File: src/common/exec_macros.svh
`ifndef EXEC_MACROS_SVH
`define EXEC_MACROS_SVH

// Datapath width of the execute stage
`define EXEC_DW 32

// Arithmetic flag vector
`define EXEC_NFLAGS 6

// Bit positions inside the flag vector
`define FLAG_CF 0
`define FLAG_PF 1
`define FLAG_AF 2
`define FLAG_ZF 3
`define FLAG_SF 4
`define FLAG_OF 5

// Shift count taken from the low bits of sr2
`define SHAMT_W 5

`endif

File: src/common/alu_pkg.sv
`include "exec_macros.svh"

package alu_pkg;

  // Upper two bits select the group, lower two the member
  typedef enum logic [3:0] {
    OP_OR       = 4'h0,
    OP_AND      = 4'h1,
    OP_SAL      = 4'h2,
    OP_SAR      = 4'h3,
    OP_PASS_SR1 = 4'h4,
    OP_PASS_SR2 = 4'h5,
    OP_ZERO     = 4'h6,
    OP_NOT      = 4'h7,
    OP_INC      = 4'h8,
    OP_ADD      = 4'h9,
    OP_PTR_STEP = 4'ha,
    OP_CMP_ACC  = 4'hb,
    OP_DAA      = 4'hc
  } alu_op_e;

  // Qword only matters as a pointer step
  typedef enum logic [1:0] {
    SZ_BYTE  = 2'd0,
    SZ_WORD  = 2'd1,
    SZ_DWORD = 2'd2,
    SZ_QWORD = 2'd3
  } op_size_e;

  typedef logic [`EXEC_NFLAGS-1:0] flags_t;

endpackage

File: src/common/exec_pkg.sv
`include "exec_macros.svh"

package exec_pkg;

  typedef enum logic [1:0] {
    ST_IDLE = 2'd0,
    ST_CALC = 2'd1,
    ST_ACK  = 2'd2
  } exec_state_e;

  // One operation as captured from the host
  typedef struct packed {
    alu_pkg::alu_op_e    op;
    alu_pkg::op_size_e   size;
    logic [`EXEC_DW-1:0] sr1;
    logic [`EXEC_DW-1:0] sr2;
    logic [`EXEC_DW-1:0] eax;
    alu_pkg::op_size_e   step_size;
    logic                cf_in;
    logic                af_in;
    logic                df_in;
  } exec_op_t;

endpackage

File: src/common/exec_if.sv
`timescale 1ns/1ps
`include "exec_macros.svh"

interface exec_if;
  import alu_pkg::*;
  import exec_pkg::*;

  exec_op_t            op;
  logic [`EXEC_DW-1:0] result;
  flags_t              flags;

  // Controller side holds the latched operation
  modport ctrl (
    output op,
    input  result,
    input  flags
  );

  // ALU answers combinationally
  modport alu (
    input  op,
    output result,
    output flags
  );

endinterface

File: src/alu1/alu1.sv
`timescale 1ns/1ps
`include "exec_macros.svh"

module alu1 (
  exec_if.alu bus
);
  import alu_pkg::*;

  alu_op_e             op;
  op_size_e            size;
  op_size_e            step_size;
  logic [`EXEC_DW-1:0] sr1;
  logic [`EXEC_DW-1:0] sr2;
  logic [`EXEC_DW-1:0] eax;
  logic                cf_in;
  logic                af_in;
  logic                df_in;

  logic [`SHAMT_W-1:0] shamt;
  logic [`EXEC_DW:0]   sal_wide;
  logic [`EXEC_DW:0]   sar_wide;
  logic                shift_cf;
  logic [`EXEC_DW-1:0] grp0_res;
  logic [`EXEC_DW-1:0] grp1_res;
  logic [`EXEC_DW-1:0] grp2_res;
  logic [`EXEC_DW-1:0] grp3_res;
  logic [`EXEC_DW-1:0] res;

  logic [`EXEC_DW-1:0] inc_sum;
  logic [`EXEC_DW-1:0] add_sum;
  logic [`EXEC_DW-1:0] cmp_diff;
  logic [`EXEC_DW-1:0] step;
  logic [`EXEC_DW-1:0] ptr_sum;

  logic [7:0]          al;
  logic                lo_adj;
  logic                hi_adj;
  logic [7:0]          new_al;
  flags_t              daa_flags;

  logic [`EXEC_DW-1:0] fa;
  logic [`EXEC_DW-1:0] fb;
  logic [`EXEC_DW-1:0] fsum;
  flags_t              gen_flags;

  assign op        = bus.op.op;
  assign size      = bus.op.size;
  assign step_size = bus.op.step_size;
  assign sr1       = bus.op.sr1;
  assign sr2       = bus.op.sr2;
  assign eax       = bus.op.eax;
  assign cf_in     = bus.op.cf_in;
  assign af_in     = bus.op.af_in;
  assign df_in     = bus.op.df_in;

  // Extra bit on each side catches the last bit shifted out
  assign shamt    = sr2[`SHAMT_W-1:0];
  assign sal_wide = {1'b0, sr1} << shamt;
  assign sar_wide = $signed({sr1, 1'b0}) >>> shamt;
  assign shift_cf = op[0] ? sar_wide[0] : sal_wide[`EXEC_DW];

  always_comb begin
    case (op[1:0])
      2'd0:    grp0_res = sr1 | sr2;
      2'd1:    grp0_res = sr1 & sr2;
      2'd2:    grp0_res = sal_wide[`EXEC_DW-1:0];
      default: grp0_res = sar_wide[`EXEC_DW:1];
    endcase
  end

  always_comb begin
    case (op[1:0])
      2'd0:    grp1_res = sr1;
      2'd1:    grp1_res = sr2;
      2'd2:    grp1_res = '0;
      default: grp1_res = ~sr1;
    endcase
  end

  assign inc_sum  = sr1 + `EXEC_DW'd1;
  assign add_sum  = sr1 + sr2;
  assign cmp_diff = eax - sr1;

  // String pointer moves by the element size
  always_comb begin
    case (step_size)
      SZ_BYTE:  step = `EXEC_DW'd1;
      SZ_WORD:  step = `EXEC_DW'd2;
      SZ_DWORD: step = `EXEC_DW'd4;
      default:  step = `EXEC_DW'd8;
    endcase
    ptr_sum = df_in ? sr1 - step : sr1 + step;
  end

  always_comb begin
    case (op[1:0])
      2'd0:    grp2_res = inc_sum;
      2'd1:    grp2_res = add_sum;
      2'd2:    grp2_res = ptr_sum;
      default: grp2_res = sr1;
    endcase
  end

  // DAA on AL
  assign al        = eax[7:0];
  assign lo_adj    = (al[3:0] > 4'h9) | af_in;
  assign hi_adj    = (al > 8'h99) | cf_in;
  assign new_al    = al + {(hi_adj ? 4'h6 : 4'h0), (lo_adj ? 4'h6 : 4'h0)};
  assign grp3_res  = (op[1:0] == 2'd0) ? {eax[`EXEC_DW-1:8], new_al} : '0;

  always_comb begin
    daa_flags             = '0;
    daa_flags[`FLAG_CF]   = hi_adj;
    daa_flags[`FLAG_AF]   = lo_adj;
    daa_flags[`FLAG_ZF]   = ~|new_al;
    daa_flags[`FLAG_PF]   = ~^new_al;
    daa_flags[`FLAG_SF]   = new_al[7];
  end

  always_comb begin
    case (op[3:2])
      2'd0:    res = grp0_res;
      2'd1:    res = grp1_res;
      2'd2:    res = grp2_res;
      default: res = grp3_res;
    endcase
  end

  // Operands for the flag generator
  always_comb begin
    case (op)
      OP_INC: begin
        fa   = sr1;
        fb   = `EXEC_DW'd1;
        fsum = inc_sum;
      end
      OP_ADD: begin
        fa   = sr1;
        fb   = sr2;
        fsum = add_sum;
      end
      OP_CMP_ACC: begin
        fa   = eax;
        fb   = ~sr1;
        fsum = cmp_diff;
      end
      default: begin
        fa   = sr1;
        fb   = sr2;
        fsum = res;
      end
    endcase
  end

  alu_flags u_flags (
    .size     (size),
    .a        (fa),
    .b        (fb),
    .sum      (fsum),
    .shift_cf (shift_cf),
    .kind     (op),
    .cf_in    (cf_in),
    .sr1      (sr1),
    .flags    (gen_flags)
  );

  assign bus.result = res;
  assign bus.flags  = (op == OP_DAA) ? daa_flags : gen_flags;

endmodule

File: src/alu1/alu_flags.sv
`timescale 1ns/1ps
`include "exec_macros.svh"

module alu_flags (
  input  alu_pkg::op_size_e   size,
  input  logic [`EXEC_DW-1:0] a,
  input  logic [`EXEC_DW-1:0] b,
  input  logic [`EXEC_DW-1:0] sum,
  input  logic                shift_cf,
  input  alu_pkg::alu_op_e    kind,
  input  logic                cf_in,
  input  logic [`EXEC_DW-1:0] sr1,
  output alu_pkg::flags_t     flags
);
  import alu_pkg::*;

  logic a_msb;
  logic b_msb;
  logic s_msb;
  logic zero;
  logic carry_out;
  logic half_carry;
  logic ovf;
  logic parity;

  // Top bits and zero test at the operand width
  always_comb begin
    case (size)
      SZ_BYTE: begin
        a_msb = a[7];
        b_msb = b[7];
        s_msb = sum[7];
        zero  = ~|sum[7:0];
      end
      SZ_WORD: begin
        a_msb = a[15];
        b_msb = b[15];
        s_msb = sum[15];
        zero  = ~|sum[15:0];
      end
      default: begin
        a_msb = a[`EXEC_DW-1];
        b_msb = b[`EXEC_DW-1];
        s_msb = sum[`EXEC_DW-1];
        zero  = ~|sum;
      end
    endcase
  end

  // Carry into a bit is a ^ b ^ sum at that bit
  assign carry_out  = (a_msb & b_msb) | ((a_msb ^ b_msb) & ~s_msb);
  assign half_carry = a[4] ^ b[4] ^ sum[4];
  assign ovf        = (a_msb == b_msb) && (s_msb != a_msb);
  assign parity     = ~^sum[7:0];

  always_comb begin
    flags = '0;
    case (kind)
      OP_OR, OP_AND, OP_NOT, OP_SAL, OP_SAR, OP_ADD, OP_INC, OP_CMP_ACC: begin
        flags[`FLAG_ZF] = zero;
        flags[`FLAG_SF] = s_msb;
        flags[`FLAG_PF] = parity;
      end
      default: flags = '0;
    endcase
    case (kind)
      OP_SAL: begin
        flags[`FLAG_CF] = shift_cf;
        flags[`FLAG_OF] = s_msb ^ shift_cf;
      end
      OP_SAR: flags[`FLAG_CF] = shift_cf;
      OP_ADD: begin
        flags[`FLAG_CF] = carry_out;
        flags[`FLAG_AF] = half_carry;
        flags[`FLAG_OF] = ovf;
      end
      OP_INC: begin
        flags[`FLAG_CF] = cf_in;
        flags[`FLAG_AF] = half_carry;
        flags[`FLAG_OF] = ovf;
      end
      // Subtract via a + ~b + 1, so carries are inverted borrows
      OP_CMP_ACC: begin
        flags[`FLAG_CF] = ~carry_out;
        flags[`FLAG_AF] = ~half_carry;
        flags[`FLAG_OF] = ovf;
      end
      OP_PASS_SR1: begin
        flags[`FLAG_CF] = sr1[0];
        flags[`FLAG_PF] = sr1[2];
        flags[`FLAG_AF] = sr1[4];
        flags[`FLAG_ZF] = sr1[6];
        flags[`FLAG_SF] = sr1[7];
        flags[`FLAG_OF] = sr1[11];
      end
      default: ;
    endcase
  end

endmodule

File: src/rtl/exec_ctrl.sv
`timescale 1ns/1ps
`include "exec_macros.svh"

module exec_ctrl (
  input  logic                clk,
  input  logic                rst,
  input  logic                req,
  input  alu_pkg::alu_op_e    op,
  input  alu_pkg::op_size_e   size,
  input  logic [`EXEC_DW-1:0] sr1,
  input  logic [`EXEC_DW-1:0] sr2,
  input  logic [`EXEC_DW-1:0] eax,
  input  alu_pkg::op_size_e   step_size,
  input  logic                cf_in,
  input  logic                af_in,
  input  logic                df_in,
  output logic                ack,
  output logic [`EXEC_DW-1:0] result,
  output alu_pkg::flags_t     flags,
  exec_if.ctrl                bus
);
  import exec_pkg::*;

  exec_state_e state;
  exec_op_t    op_q;

  always_ff @(posedge clk) begin
    if (rst) begin
      state  <= ST_IDLE;
      result <= '0;
      flags  <= '0;
    end else begin
      case (state)
        ST_IDLE: begin
          if (req) begin
            state <= ST_CALC;
          end
        end
        // ALU has settled on the latched operands
        ST_CALC: begin
          result <= bus.result;
          flags  <= bus.flags;
          state  <= ST_ACK;
        end
        ST_ACK: begin
          if (!req) begin
            state <= ST_IDLE;
          end
        end
        default: state <= ST_IDLE;
      endcase
    end
  end

  // Operation capture on acceptance
  always_ff @(posedge clk) begin
    if (state == ST_IDLE && req) begin
      op_q <= '{op: op, size: size, sr1: sr1, sr2: sr2, eax: eax,
                step_size: step_size, cf_in: cf_in, af_in: af_in, df_in: df_in};
    end
  end

  assign bus.op = op_q;
  assign ack    = (state == ST_ACK);

endmodule

File: src/rtl/exec_top.sv
`timescale 1ns/1ps
`include "exec_macros.svh"

module exec_top (
  input  logic                clk,
  input  logic                rst,
  input  logic                req,
  input  alu_pkg::alu_op_e    op,
  input  alu_pkg::op_size_e   size,
  input  logic [`EXEC_DW-1:0] sr1,
  input  logic [`EXEC_DW-1:0] sr2,
  input  logic [`EXEC_DW-1:0] eax,
  input  alu_pkg::op_size_e   step_size,
  input  logic                cf_in,
  input  logic                af_in,
  input  logic                df_in,
  output logic                ack,
  output logic [`EXEC_DW-1:0] result,
  output alu_pkg::flags_t     flags
);

  exec_if u_bus ();

  exec_ctrl u_ctrl (
    .clk       (clk),
    .rst       (rst),
    .req       (req),
    .op        (op),
    .size      (size),
    .sr1       (sr1),
    .sr2       (sr2),
    .eax       (eax),
    .step_size (step_size),
    .cf_in     (cf_in),
    .af_in     (af_in),
    .df_in     (df_in),
    .ack       (ack),
    .result    (result),
    .flags     (flags),
    .bus       (u_bus.ctrl)
  );

  alu1 u_alu1 (
    .bus (u_bus.alu)
  );

endmodule

File: config.mk
export PLATFORM = sky130hd
export DESIGN_NAME = exec_top
export DESIGN_NICKNAME = d
export VERILOG_FILES = /design/src/common/alu_pkg.sv /design/src/common/exec_pkg.sv /design/src/common/exec_if.sv /design/src/alu1/alu1.sv /design/src/alu1/alu_flags.sv /design/src/rtl/exec_ctrl.sv /design/src/rtl/exec_top.sv
export VERILOG_INCLUDE_DIRS = /design/src /design/src/common
export SDC_FILE = /design/constraint.sdc
export NUM_CORES = 1
export LEC_CHECK = 0
export BUFFER_PORTS_ARGS = -buffer_cell sky130_fd_sc_hd__buf_2
export CORE_MARGIN = 2
export CORE_UTILIZATION = 57
export DETAILED_ROUTE_END_ITERATION = 16
export PLACE_DENSITY = 0.87
export SKIP_CTS_REPAIR_TIMING = 1
export SLEW_MARGIN = 20
export SYNTH_ARGS = -nofsm -noshare
export SYNTH_HDL_FRONTEND = slang
export SYNTH_HIERARCHICAL = 1
export SYNTH_SLANG_ARGS = --single-unit
export TNS_END_PERCENT = 100
File: constraint.sdc
create_clock -name clk -period 5.45 [get_ports clk]
set_clock_uncertainty 0.2 [all_clocks]
set_input_delay 0.545 -clock clk [delete_from_list [all_inputs] [get_ports clk]]
set_output_delay 0.545 -clock clk [all_outputs]
set_load 0.01 [all_outputs]
Word level (Yosys, flattened, before mapping):

Index checks and enable logic that the tools add are counted.

* register bits after elaboration: 147
* bits of input ports: 110
* output and inout port bits: 39
* word-level logic and storage cells: 110

* add/subtract/negate cells: 6
* order comparisons: 2
* equality and inequality tests: 22
* shifts and indexed selects: 2
* muxes and demuxes: 28
* bitwise logic cells: 15
* reductions and logical operators: 23

Operators with widths (count)
* 32-bit one-hot mux with 3 select lines: 5
* 32-bit 2-to-1 mux: 3
* 32-bit one-hot mux with 2 select lines: 1
* 32-bit by 5-bit left shift with 33-bit output: 1
* 33-bit by 5-bit >>> shifter with 33-bit output: 1
* 32-bit by 1-bit adder with 32-bit output (second input constant): 1
* 32-bit adder: 1
* 32-bit by 4-bit adder with 32-bit output: 1
* 32-bit bitwise AND: 1
* 32-bit NOT: 1
* 32-bit OR: 1
* 32-bit OR reduction: 1
* 32-bit subtractor: 1
* 32-bit by 4-bit subtractor with 32-bit output: 1
* 8-bit OR reduction: 3
* 4-bit == test (second input constant): 4
* 16-bit OR reduction: 1
* 8-bit XNOR reduction: 2
* 4-bit one-hot mux with 3 select lines: 1
* 2-bit by 1-bit == test with 1-bit output (second input constant): 5
* 2-bit logical NOT: 5
* 8-bit adder: 1
* 2-bit == test (second input constant): 4
* 4-bit by 2-bit == test with 1-bit output (second input constant): 2
* other kinds (25): 50

Longest topological paths before layout:

* word-level depth: 14
* gate-level depth with buffers: 23
* gate-level depth less buffers: 22

Hierarchy:

Netlist, hierarchy kept.

Modules (own cells, without submodules)
* alu1: instances 1, cells each 2087, area an instance 14044.7 µm², sequential area each 0.0 µm²
* exec_ctrl: instances 1, cells each 289, area an instance 5063.6 µm², sequential area each 4013.8 µm²
* alu_flags: instances 1, cells each 78, area an instance 516.7 µm², sequential area each 0.0 µm²

Least setup slack after synthesis:

Ideal clock, no wire load.

* path type: register -> register
* start: reg u_ctrl.state[0]
* end: reg u_ctrl.op_q (netlist bit u_ctrl/bus.op[0]), enable pin
* setup time: 573 ps
* arrival time: 5107 ps
* required time: 4677 ps
* slack: -430 ps
* stages on the path, launching flop included: 4
* path buffers: 1
* period minus slack after synthesis: 5880 ps
* cells stage by stage: dfxtp_1 buf_2 nand2b_1 nor2_1

* longest elaborated chain between the ends: 2

RTL lines
* start, declared: RTL line exec_ctrl.sv:24 `exec_state_e state;`
* start signal, assigned: RTL line exec_ctrl.sv:29 `state <= ST_IDLE;`
* start signal, assigned: RTL line exec_ctrl.sv:36 `state <= ST_CALC;`
* start signal, assigned: RTL line exec_ctrl.sv:43 `state <= ST_ACK;`
* 2-bit logical NOT: RTL line exec_ctrl.sv:57 `if (state == ST_IDLE && req) begin`
* 1-bit logical AND: RTL line exec_ctrl.sv:57
* end signal, assigned: RTL line exec_ctrl.sv:58 `op_q <= '{op: op, size: size, sr1: sr1, sr2: sr2, eax: eax,`
* end, declared: RTL line exec_ctrl.sv:25 `exec_op_t op_q;`

Every way passes these cells.
A chain may end at the register's enable or synchronous reset.

Worst setup path after layout:

* start: reg u_ctrl.op_q (netlist bit u_ctrl/bus.op[38])
* end: reg u_ctrl.flags[3]

* longest elaborated chain between the ends: 10
* elaborated cells between the ends (all ways): 20
* those cells by class: add/sub: 1; shift: 2; mux: 9; bitwise: 2; reduce/logical: 6

RTL lines
* 32-bit adder, or another cell as far along: RTL line alu1.sv:81 `assign add_sum = sr1 + sr2;`
* 32-bit one-hot mux with 3 select lines, on equally long branches: RTL line alu1.sv:96, alu1.sv:63
* 32-bit one-hot mux with 3 select lines: RTL line alu1.sv:121 `case (op[3:2])`
* 32-bit one-hot mux with 3 select lines (*): RTL line alu1.sv:131 `case (op)`
* net u_alu1.fsum[27]: RTL line alu1.sv:43 `` logic [`EXEC_DW-1:0] fsum; ``
* 32-bit OR reduction (*): RTL line alu_flags.sv:45 `zero = ~|sum;`
* 1-bit logical NOT (*): RTL line alu_flags.sv:45
* 1-bit one-hot mux with 2 select lines (*): RTL line alu_flags.sv:28 `case (size)`
* 2-bit 2-to-1 mux (*): RTL line alu_flags.sv:58 `case (kind)`
* 2-bit 2-to-1 mux (*): RTL line alu_flags.sv:66 `case (kind)`
* net u_alu1.gen_flags[3]: RTL line alu1.sv:44 `flags_t gen_flags;`
* 6-bit 2-to-1 mux (*): RTL line alu1.sv:168 `assign bus.flags = (op == OP_DAA) ? daa_flags : gen_flags;`
* net u_bus.flags[3]: RTL line exec_if.sv:10 `flags_t flags;`
* end signal, assigned: RTL line exec_ctrl.sv:42 `flags <= bus.flags;`
* end, declared: RTL line exec_ctrl.sv:19 `output alu_pkg::flags_t flags,`

The timed path passes the listed nets; every way through them passes the cells marked *.

==> metrics.txt <==
outcome=finished, final reports clean; DR pass1 iterations=6; pwr dens=233 nW/um^2; layout cells sized above 1=0.186; mapped cell area=19100 sq um; Final nets=~2700; RSZ-0062 raised after global routing=false; Reg clk slew, reported paths=approximately 0.08 ns; Worst path top cell family by delay=compound AO/OA/AOI/OAI gates; area of the multi-input gates=around 14000 sq um; relative slew slack=0.264; VDD IR-drop max=between 0.2 and 0.3 mV; cts bufs inserted=17; CP endpoint kind=flop; CP bufs+invs=1; commonest non-fill, non-tap cell in the layout=nand2_1; # IOs=between 100 and 150; Final Max Tran Viols=0; vias per cell=~7; Ys Warns=6; Area growth syn-to-layout=12.3%; WS Path Type=reg -> reg; Worst Setup Start Kind=flop; WHS Endpoint=u_ctrl/bus.op[1]$_DFFE_PP_; placed instance area=around 21000 sq um; Final Hold Vio Count=0; final setup TNS=0 ns; worst-path fanout max=44; Reg-to-Reg End=u_ctrl/flags[3]$_SDFFE_PP0N_; Clock Sinks=roughly 150; WL/cell=~29 um; Leakage=around 8.8 nW; H-tree Lvls=4; worst-skew pair later-pin latency=around 0.47 ns; Fill cells=roughly 2800; final worst path period share=0.973; most used cell, CP=o21ai_1; first-pass GRT wire length=between 100000 and 150000 um; worst-path cell chain=buf_4 > mux4_2 > mux2i_1 > nor2_1 > a31oi_1 > a21oi_1 > o21ai_1 > o21ai_1 > a221oi_1 > a22oi_1 > nor4_2 > nand4_1 > o22a_1 > o31ai_1 > nand2_1 > o21ai_0 > nand4bb_1 > o21ai_1; Tmin final=5.30 ns; final setup margin=approximately 0.15 ns; All-Layer GR Usage=0.469; fmax=approximately 190 MHz; Final Cell Area=21500 sq um; GPL Wtd Cong=between 1 and 1.5; Reg2Reg Depth=18; syn avg cell area=~8 sq um; via count=20893; CTS root buf=clkbuf_16; commonest cells after routing, fill and taps aside=nand2_1, nor2_1, o21ai_0; Synth Instances=between 2000 and 2500; Hold Crit Start=af_in; Post-Route WL=84000 um; register area=~4000 sq um; row count=67; Starting Density=0.574; Final Setup Violations=0; max-cap viol count=0; Initial DRC Count=about 4000; core area=around 33000 sq um; DRC errors left=0; Critical Path RT=5.65 ns; initial antenna violation count=1; Antenna Nets Post-Route=0; CTS tree=yes; syn nets=2593; Slew @ Worst Pin=1.08 ns; Hold/Removal Path Class=in -> reg; Die X=approximately 190 um; largest net degree at the start of global routing=82; die area=roughly 35000 sq um; slowest stage delay, CP=between 0.5 and 0.6 ns; vias in the first global route=19387; # port buffers=148; pre-CTS setup slack=around 0.25 ns; Clock Tree Buf Depth=2; grt ovf=0; Hold Path Depth=1; critical path arrival=5.50 ns; die height=around 190 um; hpwl dp=~65000 um; reg2reg setup slack=~0.15 ns; FF-to-FF Start=u_ctrl/bus.op[38]$_DFFE_PP_; Worst path slowest cell=buf_4
## registers in the layout (all words and copies together), names as in the netlist
register / cells
u_ctrl/state: 2
u_ctrl/result: 32
u_ctrl/bus.op: 107
u_ctrl/flags: 6
## routing by layer
layer | wire, um | vias up | share of wire | track usage
li1 | - | 9061 | - | -
met1 | 32200 | 9865 | 0.38 | 0.642
met2 | 34600 | 1699 | 0.41 | 0.681
met3 | 12900 | 264 | 0.15 | 0.147
met4 | 4230 | 4 | 0.050 | 0.198
met5 | 51 | - | 0.00061 | 0
## final cells by class
class,count,share of cell area
clock inverter,13,0.00635
multi-input combinational,1884,0.641
inverter,110,0.0192
clock buffer,19,0.0212
sequential,147,0.187
tap,448,0.0261
antenna,1,0.000117
timing repair buffer,322,0.0988
## stage by stage
stage / utilization / std cells / hold slack (ns) / total power, mW
floorplan: - / 2338 / 0.286 / 2.86
global placement: 0.624 / 2904 / 0.250 / 3.61
detailed placement: 0.624 / 2904 / 0.255 / 3.65
CTS: 0.642 / 2936 / 0.0328 / 4.88
global route: 0.645 / 2943 / 0.0333 / 5.18
finish: 0.645 / 2944 / 0.0461 / 5.01
## worst register-to-register path: cells and delay by family (launching register included)
family	cells	cell delay [ns]
buffers and inverters	1	0.55
muxes	2	0.71
and+or+nand+nor	5	0.93
DFF	1	0.48
AOI/OAI and AO/OA	10	2.39
## report_power, final
part / total [mW] / switching, mW / internal (mW)
Combinational: 2.42 / 1.51 / 0.904
Clock: 1.23 / 0.557 / 0.671
Sequential: 1.37 / 0.0808 / 1.28
## worst max-delay path by stage
stage | start | endpoint | slack (ns) | cells after the start
2_1_floorplan | u_ctrl/bus.op[39]$_DFFE_PP_ | u_ctrl/flags[3]$_SDFFE_PP0N_ | 0.81 | 23
3_3_place_gp | u_ctrl/bus.op[0]$_DFFE_PP_ | u_ctrl/flags[3]$_SDFFE_PP0N_ | 0.30 | 21
3_5_place_dp | u_ctrl/bus.op[0]$_DFFE_PP_ | u_ctrl/flags[3]$_SDFFE_PP0N_ | 0.25 | 21
4_1_cts | u_ctrl/bus.op[0]$_DFFE_PP_ | u_ctrl/flags[3]$_SDFFE_PP0N_ | 0.19 | 21
5_1_grt | u_ctrl/bus.op[0]$_DFFE_PP_ | u_ctrl/flags[3]$_SDFFE_PP0N_ | 0.005 | 23
6_report | u_ctrl/bus.op[38]$_DFFE_PP_ | u_ctrl/flags[3]$_SDFFE_PP0N_ | 0.15 | 18
Note: power is estimated with default switching activity, not from simulation.
